## src/verilog/dcache_pkg.sv

```systemverilog
// data cache package
// address, word and line widths, vector types, controller states

package dcache_pkg;

  localparam int ADDR_BITS   = 32;
  localparam int WORD_BITS   = 64;
  localparam int OFFSET_BITS = 4;   // 16-byte lines
  localparam int LINE_BEATS  = 2;   // words per line, beats per burst
  localparam int WAYS        = 2;

  typedef logic [ADDR_BITS-1:0]            addr_t;
  typedef logic [WORD_BITS-1:0]            word_t;
  typedef logic [WORD_BITS/8-1:0]          strb_t;
  typedef logic [LINE_BEATS*WORD_BITS-1:0] line_t;  // low word at offset 0
  typedef logic [$clog2(WAYS)-1:0]         way_t;

  // write-back runs before refill on a dirty victim
  typedef enum logic [2:0] {
    ST_IDLE,
    ST_HIT,
    ST_WB_ADDR,
    ST_WB_DATA,
    ST_WB_RESP,
    ST_RF_ADDR,
    ST_RF_DATA
  } cache_state_e;

endpackage

```

## src/verilog/tag_if.sv

```systemverilog
// controller to tag store connection
// combinational lookup, victim report, one-cycle update

interface tag_if #(
  parameter int INDEX_BITS = 6
);
  import dcache_pkg::*;

  localparam int TAG_BITS = ADDR_BITS - INDEX_BITS - OFFSET_BITS;

  logic [INDEX_BITS-1:0] lookup_index;
  logic [TAG_BITS-1:0]   lookup_tag;
  logic                  hit;
  way_t                  hit_way;
  way_t                  victim_way;
  logic                  victim_dirty;
  logic [TAG_BITS-1:0]   victim_tag;   // stored tag of the victim way

  logic                  upd_en;
  way_t                  upd_way;
  logic [INDEX_BITS-1:0] upd_index;
  logic [TAG_BITS-1:0]   upd_tag;
  logic                  upd_valid;
  logic                  upd_dirty;

  modport ctrl (
    output lookup_index, lookup_tag,
    output upd_en, upd_way, upd_index, upd_tag, upd_valid, upd_dirty,
    input  hit, hit_way, victim_way, victim_dirty, victim_tag
  );

  modport store (
    input  lookup_index, lookup_tag,
    input  upd_en, upd_way, upd_index, upd_tag, upd_valid, upd_dirty,
    output hit, hit_way, victim_way, victim_dirty, victim_tag
  );

endinterface

```

## src/verilog/line_if.sv

```systemverilog
// controller to line array connection

interface line_if #(
  parameter int INDEX_BITS = 6
);
  import dcache_pkg::*;

  logic [INDEX_BITS-1:0]       index;
  way_t                        way;
  logic                        wr_en;
  logic [$bits(line_t)/8-1:0]  byte_en;
  line_t                       wr_line;
  line_t                       rd_line;  // one cycle after index

  modport ctrl (
    output index, way, wr_en, byte_en, wr_line,
    input  rd_line
  );

  modport array (
    input  index, way, wr_en, byte_en, wr_line,
    output rd_line
  );

endinterface

```

## src/verilog/dcache_ctrl.sv

```systemverilog
// cache controller FSM
// CPU handshakes, write-back and refill bursts, write merge

module dcache_ctrl #(
  parameter int INDEX_BITS = 6
) (
  input  logic              clk,
  input  logic              rst,
  tag_if.ctrl               tag_p,
  line_if.ctrl              line_p,
  input  logic              cpu_ar_valid_i,
  output logic              cpu_ar_ready_o,
  input  dcache_pkg::addr_t cpu_ar_addr_i,
  output logic              cpu_r_valid_o,
  input  logic              cpu_r_ready_i,
  output dcache_pkg::word_t cpu_r_data_o,
  input  logic              cpu_aw_valid_i,
  output logic              cpu_aw_ready_o,
  input  dcache_pkg::addr_t cpu_aw_addr_i,
  input  logic              cpu_w_valid_i,
  output logic              cpu_w_ready_o,
  input  dcache_pkg::word_t cpu_w_data_i,
  input  dcache_pkg::strb_t cpu_w_strb_i,
  output logic              cpu_b_valid_o,
  input  logic              cpu_b_ready_i,
  output logic              mem_ar_valid_o,
  input  logic              mem_ar_ready_i,
  output dcache_pkg::addr_t mem_ar_addr_o,
  input  logic              mem_r_valid_i,
  output logic              mem_r_ready_o,
  input  dcache_pkg::word_t mem_r_data_i,
  output logic              mem_aw_valid_o,
  input  logic              mem_aw_ready_i,
  output dcache_pkg::addr_t mem_aw_addr_o,
  output logic              mem_w_valid_o,
  input  logic              mem_w_ready_i,
  output dcache_pkg::word_t mem_w_data_o,
  input  logic              mem_b_valid_i,
  output logic              mem_b_ready_o
);
  import dcache_pkg::*;

  localparam int TAG_BITS   = ADDR_BITS - INDEX_BITS - OFFSET_BITS;
  localparam int BEAT_BITS  = $clog2(LINE_BEATS);
  localparam int WORD_BYTES = WORD_BITS / 8;
  localparam int LINE_BYTES = $bits(line_t) / 8;

  cache_state_e         state_q, state_d;
  addr_t                req_addr_q;
  logic                 is_write_q;
  way_t                 way_q;
  logic                 w_done_q;
  logic                 accept_q;
  logic [BEAT_BITS-1:0] beat_q;
  logic                 ar_hs, aw_hs, req_hs, w_hs;
  addr_t                in_addr, cur_addr;
  logic [BEAT_BITS-1:0] word_sel;
  logic                 last_beat;

  assign cpu_ar_ready_o = accept_q;
  assign cpu_aw_ready_o = accept_q & ~cpu_ar_valid_i;  // read wins
  assign ar_hs  = cpu_ar_valid_i & cpu_ar_ready_o;
  assign aw_hs  = cpu_aw_valid_i & cpu_aw_ready_o;
  assign req_hs = ar_hs | aw_hs;

  assign in_addr   = ar_hs ? cpu_ar_addr_i : cpu_aw_addr_i;
  assign cur_addr  = (state_q == ST_IDLE) ? in_addr : req_addr_q;
  assign word_sel  = req_addr_q[OFFSET_BITS-1 -: BEAT_BITS];
  assign last_beat = (beat_q == BEAT_BITS'(LINE_BEATS - 1));

  assign tag_p.lookup_index = cur_addr[OFFSET_BITS +: INDEX_BITS];
  assign tag_p.lookup_tag   = cur_addr[ADDR_BITS-1 -: TAG_BITS];

  // line is read on the handshake cycle, ready in hit or write-back
  assign line_p.index = cur_addr[OFFSET_BITS +: INDEX_BITS];
  assign line_p.way   = (state_q != ST_IDLE) ? way_q :
                        tag_p.hit ? tag_p.hit_way : tag_p.victim_way;

  assign cpu_r_valid_o = (state_q == ST_HIT) & ~is_write_q;
  assign cpu_r_data_o  = line_p.rd_line[word_sel*WORD_BITS +: WORD_BITS];
  assign cpu_w_ready_o = (state_q == ST_HIT) & is_write_q & ~w_done_q;
  assign cpu_b_valid_o = (state_q == ST_HIT) & is_write_q & w_done_q;
  assign w_hs          = cpu_w_valid_i & cpu_w_ready_o;

  assign mem_ar_addr_o = {req_addr_q[ADDR_BITS-1:OFFSET_BITS], OFFSET_BITS'(0)};
  assign mem_w_data_o  = line_p.rd_line[beat_q*WORD_BITS +: WORD_BITS];

  always_comb begin
    state_d         = state_q;
    tag_p.upd_en    = 1'b0;
    tag_p.upd_way   = way_q;
    tag_p.upd_index = req_addr_q[OFFSET_BITS +: INDEX_BITS];
    tag_p.upd_tag   = req_addr_q[ADDR_BITS-1 -: TAG_BITS];
    tag_p.upd_valid = 1'b1;
    tag_p.upd_dirty = 1'b0;
    line_p.wr_en    = 1'b0;
    line_p.byte_en  = '0;
    line_p.wr_line  = {LINE_BEATS{mem_r_data_i}};
    case (state_q)
      ST_IDLE: begin
        if (req_hs && tag_p.hit) begin
          state_d = ST_HIT;
        end else if (req_hs) begin
          tag_p.upd_en    = 1'b1;  // victim out until refilled
          tag_p.upd_way   = tag_p.victim_way;
          tag_p.upd_index = tag_p.lookup_index;
          tag_p.upd_tag   = tag_p.victim_tag;
          tag_p.upd_valid = 1'b0;
          state_d = tag_p.victim_dirty ? ST_WB_ADDR : ST_RF_ADDR;
        end
      end
      ST_HIT: begin
        if (w_hs) begin
          tag_p.upd_en    = 1'b1;
          tag_p.upd_dirty = 1'b1;
          line_p.wr_en    = 1'b1;
          line_p.byte_en  = LINE_BYTES'(cpu_w_strb_i) << (word_sel * WORD_BYTES);
          line_p.wr_line  = {LINE_BEATS{cpu_w_data_i}};
        end
        if ((cpu_r_valid_o && cpu_r_ready_i) || (cpu_b_valid_o && cpu_b_ready_i)) begin
          state_d = ST_IDLE;
        end
      end
      ST_WB_ADDR: if (mem_aw_valid_o && mem_aw_ready_i) state_d = ST_WB_DATA;
      ST_WB_DATA: if (mem_w_valid_o && mem_w_ready_i && last_beat) state_d = ST_WB_RESP;
      ST_WB_RESP: if (mem_b_valid_i && mem_b_ready_o) state_d = ST_RF_ADDR;
      ST_RF_ADDR: if (mem_ar_valid_o && mem_ar_ready_i) state_d = ST_RF_DATA;
      ST_RF_DATA: begin
        if (mem_r_valid_i && mem_r_ready_o) begin
          line_p.wr_en   = 1'b1;
          line_p.byte_en = LINE_BYTES'({WORD_BYTES{1'b1}}) << (beat_q * WORD_BYTES);
          if (last_beat) begin
            tag_p.upd_en = 1'b1;  // new tag, valid and clean
            state_d = ST_HIT;
          end
        end
      end
      default: state_d = ST_IDLE;
    endcase
  end

  always_ff @(posedge clk) begin
    if (rst) begin
      state_q        <= ST_IDLE;
      accept_q       <= 1'b0;
      is_write_q     <= 1'b0;
      way_q          <= '0;
      w_done_q       <= 1'b0;
      beat_q         <= '0;
      mem_ar_valid_o <= 1'b0;
      mem_r_ready_o  <= 1'b0;
      mem_aw_valid_o <= 1'b0;
      mem_w_valid_o  <= 1'b0;
      mem_b_ready_o  <= 1'b0;
    end else begin
      state_q  <= state_d;
      accept_q <= (state_d == ST_IDLE);
      case (state_q)
        ST_IDLE: begin
          if (req_hs) begin
            is_write_q <= aw_hs;
            w_done_q   <= 1'b0;
            way_q      <= tag_p.hit ? tag_p.hit_way : tag_p.victim_way;
            if (!tag_p.hit && tag_p.victim_dirty) mem_aw_valid_o <= 1'b1;
            if (!tag_p.hit && !tag_p.victim_dirty) mem_ar_valid_o <= 1'b1;
          end
        end
        ST_HIT: if (w_hs) w_done_q <= 1'b1;
        ST_WB_ADDR: begin
          if (mem_aw_valid_o && mem_aw_ready_i) begin
            mem_aw_valid_o <= 1'b0;
            mem_w_valid_o  <= 1'b1;
          end
        end
        ST_WB_DATA: begin
          if (mem_w_valid_o && mem_w_ready_i) begin
            beat_q <= last_beat ? '0 : beat_q + 1'b1;
            if (last_beat) begin
              mem_w_valid_o <= 1'b0;
              mem_b_ready_o <= 1'b1;
            end
          end
        end
        ST_WB_RESP: begin
          if (mem_b_valid_i && mem_b_ready_o) begin
            mem_b_ready_o  <= 1'b0;
            mem_ar_valid_o <= 1'b1;
          end
        end
        ST_RF_ADDR: begin
          if (mem_ar_valid_o && mem_ar_ready_i) begin
            mem_ar_valid_o <= 1'b0;
            mem_r_ready_o  <= 1'b1;
          end
        end
        ST_RF_DATA: begin
          if (mem_r_valid_i && mem_r_ready_o) begin
            beat_q <= last_beat ? '0 : beat_q + 1'b1;
            if (last_beat) mem_r_ready_o <= 1'b0;
          end
        end
        default: ;
      endcase
    end
  end

  // request address and write-back target
  always_ff @(posedge clk) begin
    if (state_q == ST_IDLE && req_hs) begin
      req_addr_q    <= in_addr;
      mem_aw_addr_o <= {tag_p.victim_tag, tag_p.lookup_index, OFFSET_BITS'(0)};
    end
  end

endmodule

```

## src/flat_wrapper.sv

```systemverilog
// flat-port wrapper written by rule: the top's interface ports become plain ports
module dcache_ctrl_flat import dcache_pkg::*;
#(
  parameter int INDEX_BITS = 6
)
  (clk, rst, cpu_ar_valid_i, cpu_ar_ready_o, cpu_ar_addr_i, cpu_r_valid_o, cpu_r_ready_i, cpu_r_data_o, cpu_aw_valid_i, cpu_aw_ready_o, cpu_aw_addr_i, cpu_w_valid_i, cpu_w_ready_o, cpu_w_data_i, cpu_w_strb_i, cpu_b_valid_o, cpu_b_ready_i, mem_ar_valid_o, mem_ar_ready_i, mem_ar_addr_o, mem_r_valid_i, mem_r_ready_o, mem_r_data_i, mem_aw_valid_o, mem_aw_ready_i, mem_aw_addr_o, mem_w_valid_o, mem_w_ready_i, mem_w_data_o, mem_b_valid_i, mem_b_ready_o, tag_p_lookup_index, tag_p_lookup_tag, tag_p_upd_en, tag_p_upd_way, tag_p_upd_index, tag_p_upd_tag, tag_p_upd_valid, tag_p_upd_dirty, tag_p_hit, tag_p_hit_way, tag_p_victim_way, tag_p_victim_dirty, tag_p_victim_tag, line_p_index, line_p_way, line_p_wr_en, line_p_byte_en, line_p_wr_line, line_p_rd_line);
  tag_if #(.INDEX_BITS(INDEX_BITS)) tag_p_i ();
  line_if #(.INDEX_BITS(INDEX_BITS)) line_p_i ();
  input  logic clk;
  input  logic rst;
  input  logic cpu_ar_valid_i;
  output logic cpu_ar_ready_o;
  input  dcache_pkg::addr_t cpu_ar_addr_i;
  output logic cpu_r_valid_o;
  input  logic cpu_r_ready_i;
  output dcache_pkg::word_t cpu_r_data_o;
  input  logic cpu_aw_valid_i;
  output logic cpu_aw_ready_o;
  input  dcache_pkg::addr_t cpu_aw_addr_i;
  input  logic cpu_w_valid_i;
  output logic cpu_w_ready_o;
  input  dcache_pkg::word_t cpu_w_data_i;
  input  dcache_pkg::strb_t cpu_w_strb_i;
  output logic cpu_b_valid_o;
  input  logic cpu_b_ready_i;
  output logic mem_ar_valid_o;
  input  logic mem_ar_ready_i;
  output dcache_pkg::addr_t mem_ar_addr_o;
  input  logic mem_r_valid_i;
  output logic mem_r_ready_o;
  input  dcache_pkg::word_t mem_r_data_i;
  output logic mem_aw_valid_o;
  input  logic mem_aw_ready_i;
  output dcache_pkg::addr_t mem_aw_addr_o;
  output logic mem_w_valid_o;
  input  logic mem_w_ready_i;
  output dcache_pkg::word_t mem_w_data_o;
  input  logic mem_b_valid_i;
  output logic mem_b_ready_o;
  output wire logic [$bits(tag_p_i.lookup_index)-1:0] tag_p_lookup_index;
  output wire logic [$bits(tag_p_i.lookup_tag)-1:0] tag_p_lookup_tag;
  output wire logic [$bits(tag_p_i.upd_en)-1:0] tag_p_upd_en;
  output wire logic [$bits(tag_p_i.upd_way)-1:0] tag_p_upd_way;
  output wire logic [$bits(tag_p_i.upd_index)-1:0] tag_p_upd_index;
  output wire logic [$bits(tag_p_i.upd_tag)-1:0] tag_p_upd_tag;
  output wire logic [$bits(tag_p_i.upd_valid)-1:0] tag_p_upd_valid;
  output wire logic [$bits(tag_p_i.upd_dirty)-1:0] tag_p_upd_dirty;
  input wire logic [$bits(tag_p_i.hit)-1:0] tag_p_hit;
  input wire logic [$bits(tag_p_i.hit_way)-1:0] tag_p_hit_way;
  input wire logic [$bits(tag_p_i.victim_way)-1:0] tag_p_victim_way;
  input wire logic [$bits(tag_p_i.victim_dirty)-1:0] tag_p_victim_dirty;
  input wire logic [$bits(tag_p_i.victim_tag)-1:0] tag_p_victim_tag;
  output wire logic [$bits(line_p_i.index)-1:0] line_p_index;
  output wire logic [$bits(line_p_i.way)-1:0] line_p_way;
  output wire logic [$bits(line_p_i.wr_en)-1:0] line_p_wr_en;
  output wire logic [$bits(line_p_i.byte_en)-1:0] line_p_byte_en;
  output wire logic [$bits(line_p_i.wr_line)-1:0] line_p_wr_line;
  input wire logic [$bits(line_p_i.rd_line)-1:0] line_p_rd_line;
  assign tag_p_lookup_index = tag_p_i.lookup_index;
  assign tag_p_lookup_tag = tag_p_i.lookup_tag;
  assign tag_p_upd_en = tag_p_i.upd_en;
  assign tag_p_upd_way = tag_p_i.upd_way;
  assign tag_p_upd_index = tag_p_i.upd_index;
  assign tag_p_upd_tag = tag_p_i.upd_tag;
  assign tag_p_upd_valid = tag_p_i.upd_valid;
  assign tag_p_upd_dirty = tag_p_i.upd_dirty;
  assign tag_p_i.hit = tag_p_hit;
  assign tag_p_i.hit_way = tag_p_hit_way;
  assign tag_p_i.victim_way = tag_p_victim_way;
  assign tag_p_i.victim_dirty = tag_p_victim_dirty;
  assign tag_p_i.victim_tag = tag_p_victim_tag;
  assign line_p_index = line_p_i.index;
  assign line_p_way = line_p_i.way;
  assign line_p_wr_en = line_p_i.wr_en;
  assign line_p_byte_en = line_p_i.byte_en;
  assign line_p_wr_line = line_p_i.wr_line;
  assign line_p_i.rd_line = line_p_rd_line;
  dcache_ctrl #(.INDEX_BITS(INDEX_BITS)) u_core (.clk(clk), .rst(rst), .tag_p(tag_p_i), .line_p(line_p_i), .cpu_ar_valid_i(cpu_ar_valid_i), .cpu_ar_ready_o(cpu_ar_ready_o), .cpu_ar_addr_i(cpu_ar_addr_i), .cpu_r_valid_o(cpu_r_valid_o), .cpu_r_ready_i(cpu_r_ready_i), .cpu_r_data_o(cpu_r_data_o), .cpu_aw_valid_i(cpu_aw_valid_i), .cpu_aw_ready_o(cpu_aw_ready_o), .cpu_aw_addr_i(cpu_aw_addr_i), .cpu_w_valid_i(cpu_w_valid_i), .cpu_w_ready_o(cpu_w_ready_o), .cpu_w_data_i(cpu_w_data_i), .cpu_w_strb_i(cpu_w_strb_i), .cpu_b_valid_o(cpu_b_valid_o), .cpu_b_ready_i(cpu_b_ready_i), .mem_ar_valid_o(mem_ar_valid_o), .mem_ar_ready_i(mem_ar_ready_i), .mem_ar_addr_o(mem_ar_addr_o), .mem_r_valid_i(mem_r_valid_i), .mem_r_ready_o(mem_r_ready_o), .mem_r_data_i(mem_r_data_i), .mem_aw_valid_o(mem_aw_valid_o), .mem_aw_ready_i(mem_aw_ready_i), .mem_aw_addr_o(mem_aw_addr_o), .mem_w_valid_o(mem_w_valid_o), .mem_w_ready_i(mem_w_ready_i), .mem_w_data_o(mem_w_data_o), .mem_b_valid_i(mem_b_valid_i), .mem_b_ready_o(mem_b_ready_o));
endmodule
```

## config.mk

```make
export PLATFORM = sky130hd
export DESIGN_NAME = dcache_ctrl_flat
export DESIGN_NICKNAME = d
export VERILOG_FILES = /design/src/verilog/dcache_pkg.sv /design/src/verilog/tag_if.sv /design/src/verilog/line_if.sv /design/src/verilog/dcache_ctrl.sv /design/src/flat_wrapper.sv
export SDC_FILE = /design/constraint.sdc
export NUM_CORES = 1
export LEC_CHECK = 0
export ABC_AREA = 1
export BUFFER_PORTS_ARGS = -buffer_cell sky130_fd_sc_hd__buf_4
export CORE_AREA = 2 2 303 305
export DETAILED_ROUTE_END_ITERATION = 7
export DIE_AREA = 0 0 305 307
export PLACE_DENSITY_LB_ADDON = 0.2
export SKIP_CTS_REPAIR_TIMING = 1
export SYNTH_ARGS = -nofsm -noshare
export SYNTH_HDL_FRONTEND = slang
export SYNTH_SLANG_ARGS = --single-unit
```

## constraint.sdc

```tcl
create_clock -name clk -period 4.1 [get_ports clk]
set_input_delay 0.205 -clock clk [delete_from_list [all_inputs] [get_ports clk]]
set_output_delay 0.205 -clock clk [all_outputs]
set_load 0.03 [all_outputs]
```

==> impl_table.tex <==
\begin{tabular}{lr}
\hline
Metric & Value \\
\hline
\multicolumn{2}{l}{\textbf{Die}} \\
Core Area & 90700 sq um \\
Initial standard-cell utilization of the core & 7.61\% \\
Full die area & 93600 sq um \\
Site Rows & 111 \\
Floorplan die height & 307 um \\
DIE WIDTH & 305 um \\
Num ports & 780 \\
\multicolumn{2}{l}{\textbf{Setup path}} \\
Endpoint type of the worst setup path & output pin \\
Crit path launch & u\_core.state\_q[2] \\
Number of buffers and inverters on the critical path & 4 \\
Slowest cell on crit path & dfxtp\_1 \\
Worst endpoint data arrival time & 2900 ps \\
Worst R2R End & u\_core.req\_addr\_q[6] \\
Start of the worst register-to-register path & u\_core.state\_q[0] \\
Reg2Reg Depth & 6 \\
Cell family contributing the most delay on the critical path & buffers and inverters \\
Data required, critical path & 3890 ps \\
Reg-to-reg slack, setup & 1670 ps \\
Category of the critical setup timing path & flip-flop to output pin \\
Delay of the slowest cell on the worst path & 400 ps \\
Cells along the critical path & inv\_2 > nand3\_2 > nor2\_4 > nand3\_4 > inv\_2 > buf\_4 > nand2\_1 > nand2\_1 > buf\_4 \\
Biggest fanout along the worst timing path & 32 \\
Worst Setup Start Kind & flip-flop \\
\multicolumn{2}{l}{\textbf{GRT}} \\
Global-route usage over all layers & 11.3\% \\
Overflow left after global routing & 0 \\
Pin count of the biggest net entering global routing & 77 \\
Global-route wire length before repair & 75.3 mm \\
Antenna violations before repair & 9 \\
Via count of the first global-routing pass & 9737 \\
\multicolumn{2}{l}{\textbf{Worst hold path}} \\
Source of the worst hold timing path & tag\_p\_victim\_tag[2] \\
Endpoint with the worst hold slack & u\_core.mem\_aw\_addr\_o[12] \\
Hold/Removal Path Class & input pin to flip-flop \\
Depth of the worst hold-timing path & 1 \\
\multicolumn{2}{l}{\textbf{Timing}} \\
Setup-failing EPs final & 0 \\
Final critical delay including setup and external delays & 3100 ps \\
RSZ-0062 raised after global routing & false \\
Highest clock rate & 323 MHz \\
Worst hold-check slack & 26.8 ps \\
Worst-Margin Slew & 838 ps \\
Number of hold violations in the final report & 0 \\
Setup tns final & 0 ps \\
Count of pins over their slew limit & 0 \\
Max-slew headroom & 44.1\% \\
Share of the cycle needed by the critical path after routing & 75.6\% \\
Largest clock skew in the final design & 5.11 ps \\
\multicolumn{2}{l}{\textbf{Power and ir drop}} \\
Static leakage & 6.79 nW \\
Pwr per Cell Area & 469 nW/um\^{}2 \\
Worst vdd rail ir drop & 0.350 mV \\
\multicolumn{2}{l}{\textbf{Place}} \\
Dpl hpwl & 47.8 mm \\
Routability congestion estimate from global placement & 0.892 \\
Area post-placement & 13200 sq um \\
Port-buffer cells & 765 \\
\multicolumn{2}{l}{\textbf{Route}} \\
Routed Wire Length & 55.5 mm \\
Final routed wire length divided by cell count & 18.8 um \\
Initial drt markers & 545 \\
Total via count after detailed routing & 9754 \\
\# DRC & 0 \\
Final ANT Viol Nets & 0 \\
Drt pass-1 iters & 6 \\
Via count normalized by instance count & 3.30 \\
\multicolumn{2}{l}{\textbf{Logic synthesis}} \\
Post-Synthesis Mean Instance Area & 6.09 sq um \\
Post-Syn Instances & 1133 \\
Unique cell type count in the Yosys netlist & 28 \\
Synthesized cell area & 6900 sq um \\
Synthesis-stage register bit count & 70 \\
Proportion of synthesized chip area in sequential cells & 28.6\% \\
Count of synthesis-stage warnings from yosys & 0 \\
\multicolumn{2}{l}{\textbf{CTS}} \\
Clock Pin Slew Worst Setup and Hold Paths & 70 ps \\
CTS Buffer Depth & 2 \\
CTS tree & done \\
Total CTS buffers & 9 \\
H-tree level count & 3 \\
Clock latency on the worst-skew pair & 360 ps \\
Clk Tree Root Cell & clkbuf\_16 \\
Clock net sink count & 70 \\
\multicolumn{2}{l}{\textbf{Layout}} \\
Layout-stage area growth over the synthesis result & 96.7\% \\
Leading cell type in the layout, fill and taps excluded & buf\_4 \\
Most frequent cells in the layout & buf\_4 (779), nand2\_1 (486), o21ai\_0 (148), inv\_1 (97), edfxtp\_1 (57) \\
Final layout net count & 2130 \\
Total non-filler cell area in the finished layout & 13600 sq um \\
Layout cells sized above 1 & 46.2\% \\
\multicolumn{2}{l}{\textbf{Flow run}} \\
Max-cap violations & 0 \\
\multicolumn{2}{l}{\textbf{Run status}} \\
Result of the run & completed \\
\hline
\end{tabular}
registers in the layout, summed over array words and instances, names as in the netlist:
register and count:
u_core.is_write_q 1, u_core.mem_aw_valid_o 1, u_core.mem_ar_valid_o 1, u_core.w_done_q 1
u_core.cpu_ar_ready_o 1, u_core.mem_w_valid_o 1, u_core.state_q 3, u_core.mem_r_ready_o 1
u_core.mem_aw_addr_o 28, u_core.req_addr_q 29, u_core.beat_q 1, u_core.mem_b_ready_o 1
u_core.way_q 1
final cells by class:
cell class                 instances  area, sq um
fill                           10600        77100
timing repair buffer             789         5970
multi-input combinational        790         3430
sequential                        70         1980
tap                             1186         1480
inverter                         104          393
clock buffer                      11          233
clock inverter                     5         83.8
antenna                            2         5.00
worst max path at each step:
| stage | to | depth (start not counted) |
|---|---|---|
| floorplan | u_core.w_done_q | 8 |
| global placement | line_p_wr_line[82] | 9 |
| detailed placement | line_p_wr_line[82] | 9 |
| CTS | line_p_wr_line[82] | 9 |
| global route | line_p_wr_line[45] | 9 |
| finish | line_p_wr_line[46] | 9 |
logic make-up (layout without fill, tap and decap cells):
family | Yosys count | in the layout | synth area share, %
simple gates | 577 | 577 | 32.9
mux | 7 | 7 | 1.14
flops | 70 | 70 | 28.6
buf+inv | 280 | 909 | 22.2
compound gates | 198 | 198 | 15.1
other cells | 1 | 10 | 0.0544
report_power, final:
| group | total (mW) | leakage, nW | internal (mW) | switching [mW] |
|---|---|---|---|---|
| sequential | 1.13 | 0.633 | 1.00 | 0.130 |
| clock | 0.898 | 0.146 | 0.535 | 0.363 |
| combinational | 4.34 | 6.01 | 1.41 | 2.93 |
cell usage after synthesis, drive strengths merged:
cell type | number | area share, %
nor3 | 1 | 0.072
nand4 | 3 | 0.27
o21ai | 160 | 12
conb | 1 | 0.054
nor2 | 46 | 2.9
buf | 144 | 15
clkbuf | 32 | 1.7
edfxtp | 57 | 25
o31ai | 8 | 0.87
dfxtp | 13 | 3.8
nand3 | 39 | 3.0
a21oi | 8 | 0.58
a31oi | 22 | 2.0
mux2 | 7 | 1.1
inv | 104 | 5.7
nand2 | 488 | 27
per-stage QoR:
step	setup WS [ps]	utilization, %	power [mW]	instances
5_1_grt	757	15.0	6.76	2957
6_report	1000	15.0	6.37	2957
3_5_place_dp	1350	14.5	5.55	2931
2_1_floorplan	1560	-	3.73	1140
4_1_cts	917	14.9	6.52	2947
3_3_place_gp	1370	14.5	5.57	2931
per-layer routing:
layer	vias to the layer above	GRT usage [%]	wire length (um)
met1	4422	13.3	22200
met4	4	5.34	2380
met2	528	18.6	26100
met3	67	3.60	4770
met5	-	0	40
li1	4733	-	-
worst register-to-register path: stages (launching register included):
cell and delay [ps]:
dfxtp_1 380, nor2_2 200, nand2_2 110, inv_4 300
nand2_4 190, inv_2 530, buf_12 330
Note: power is estimated with default switching activity, not from simulation.
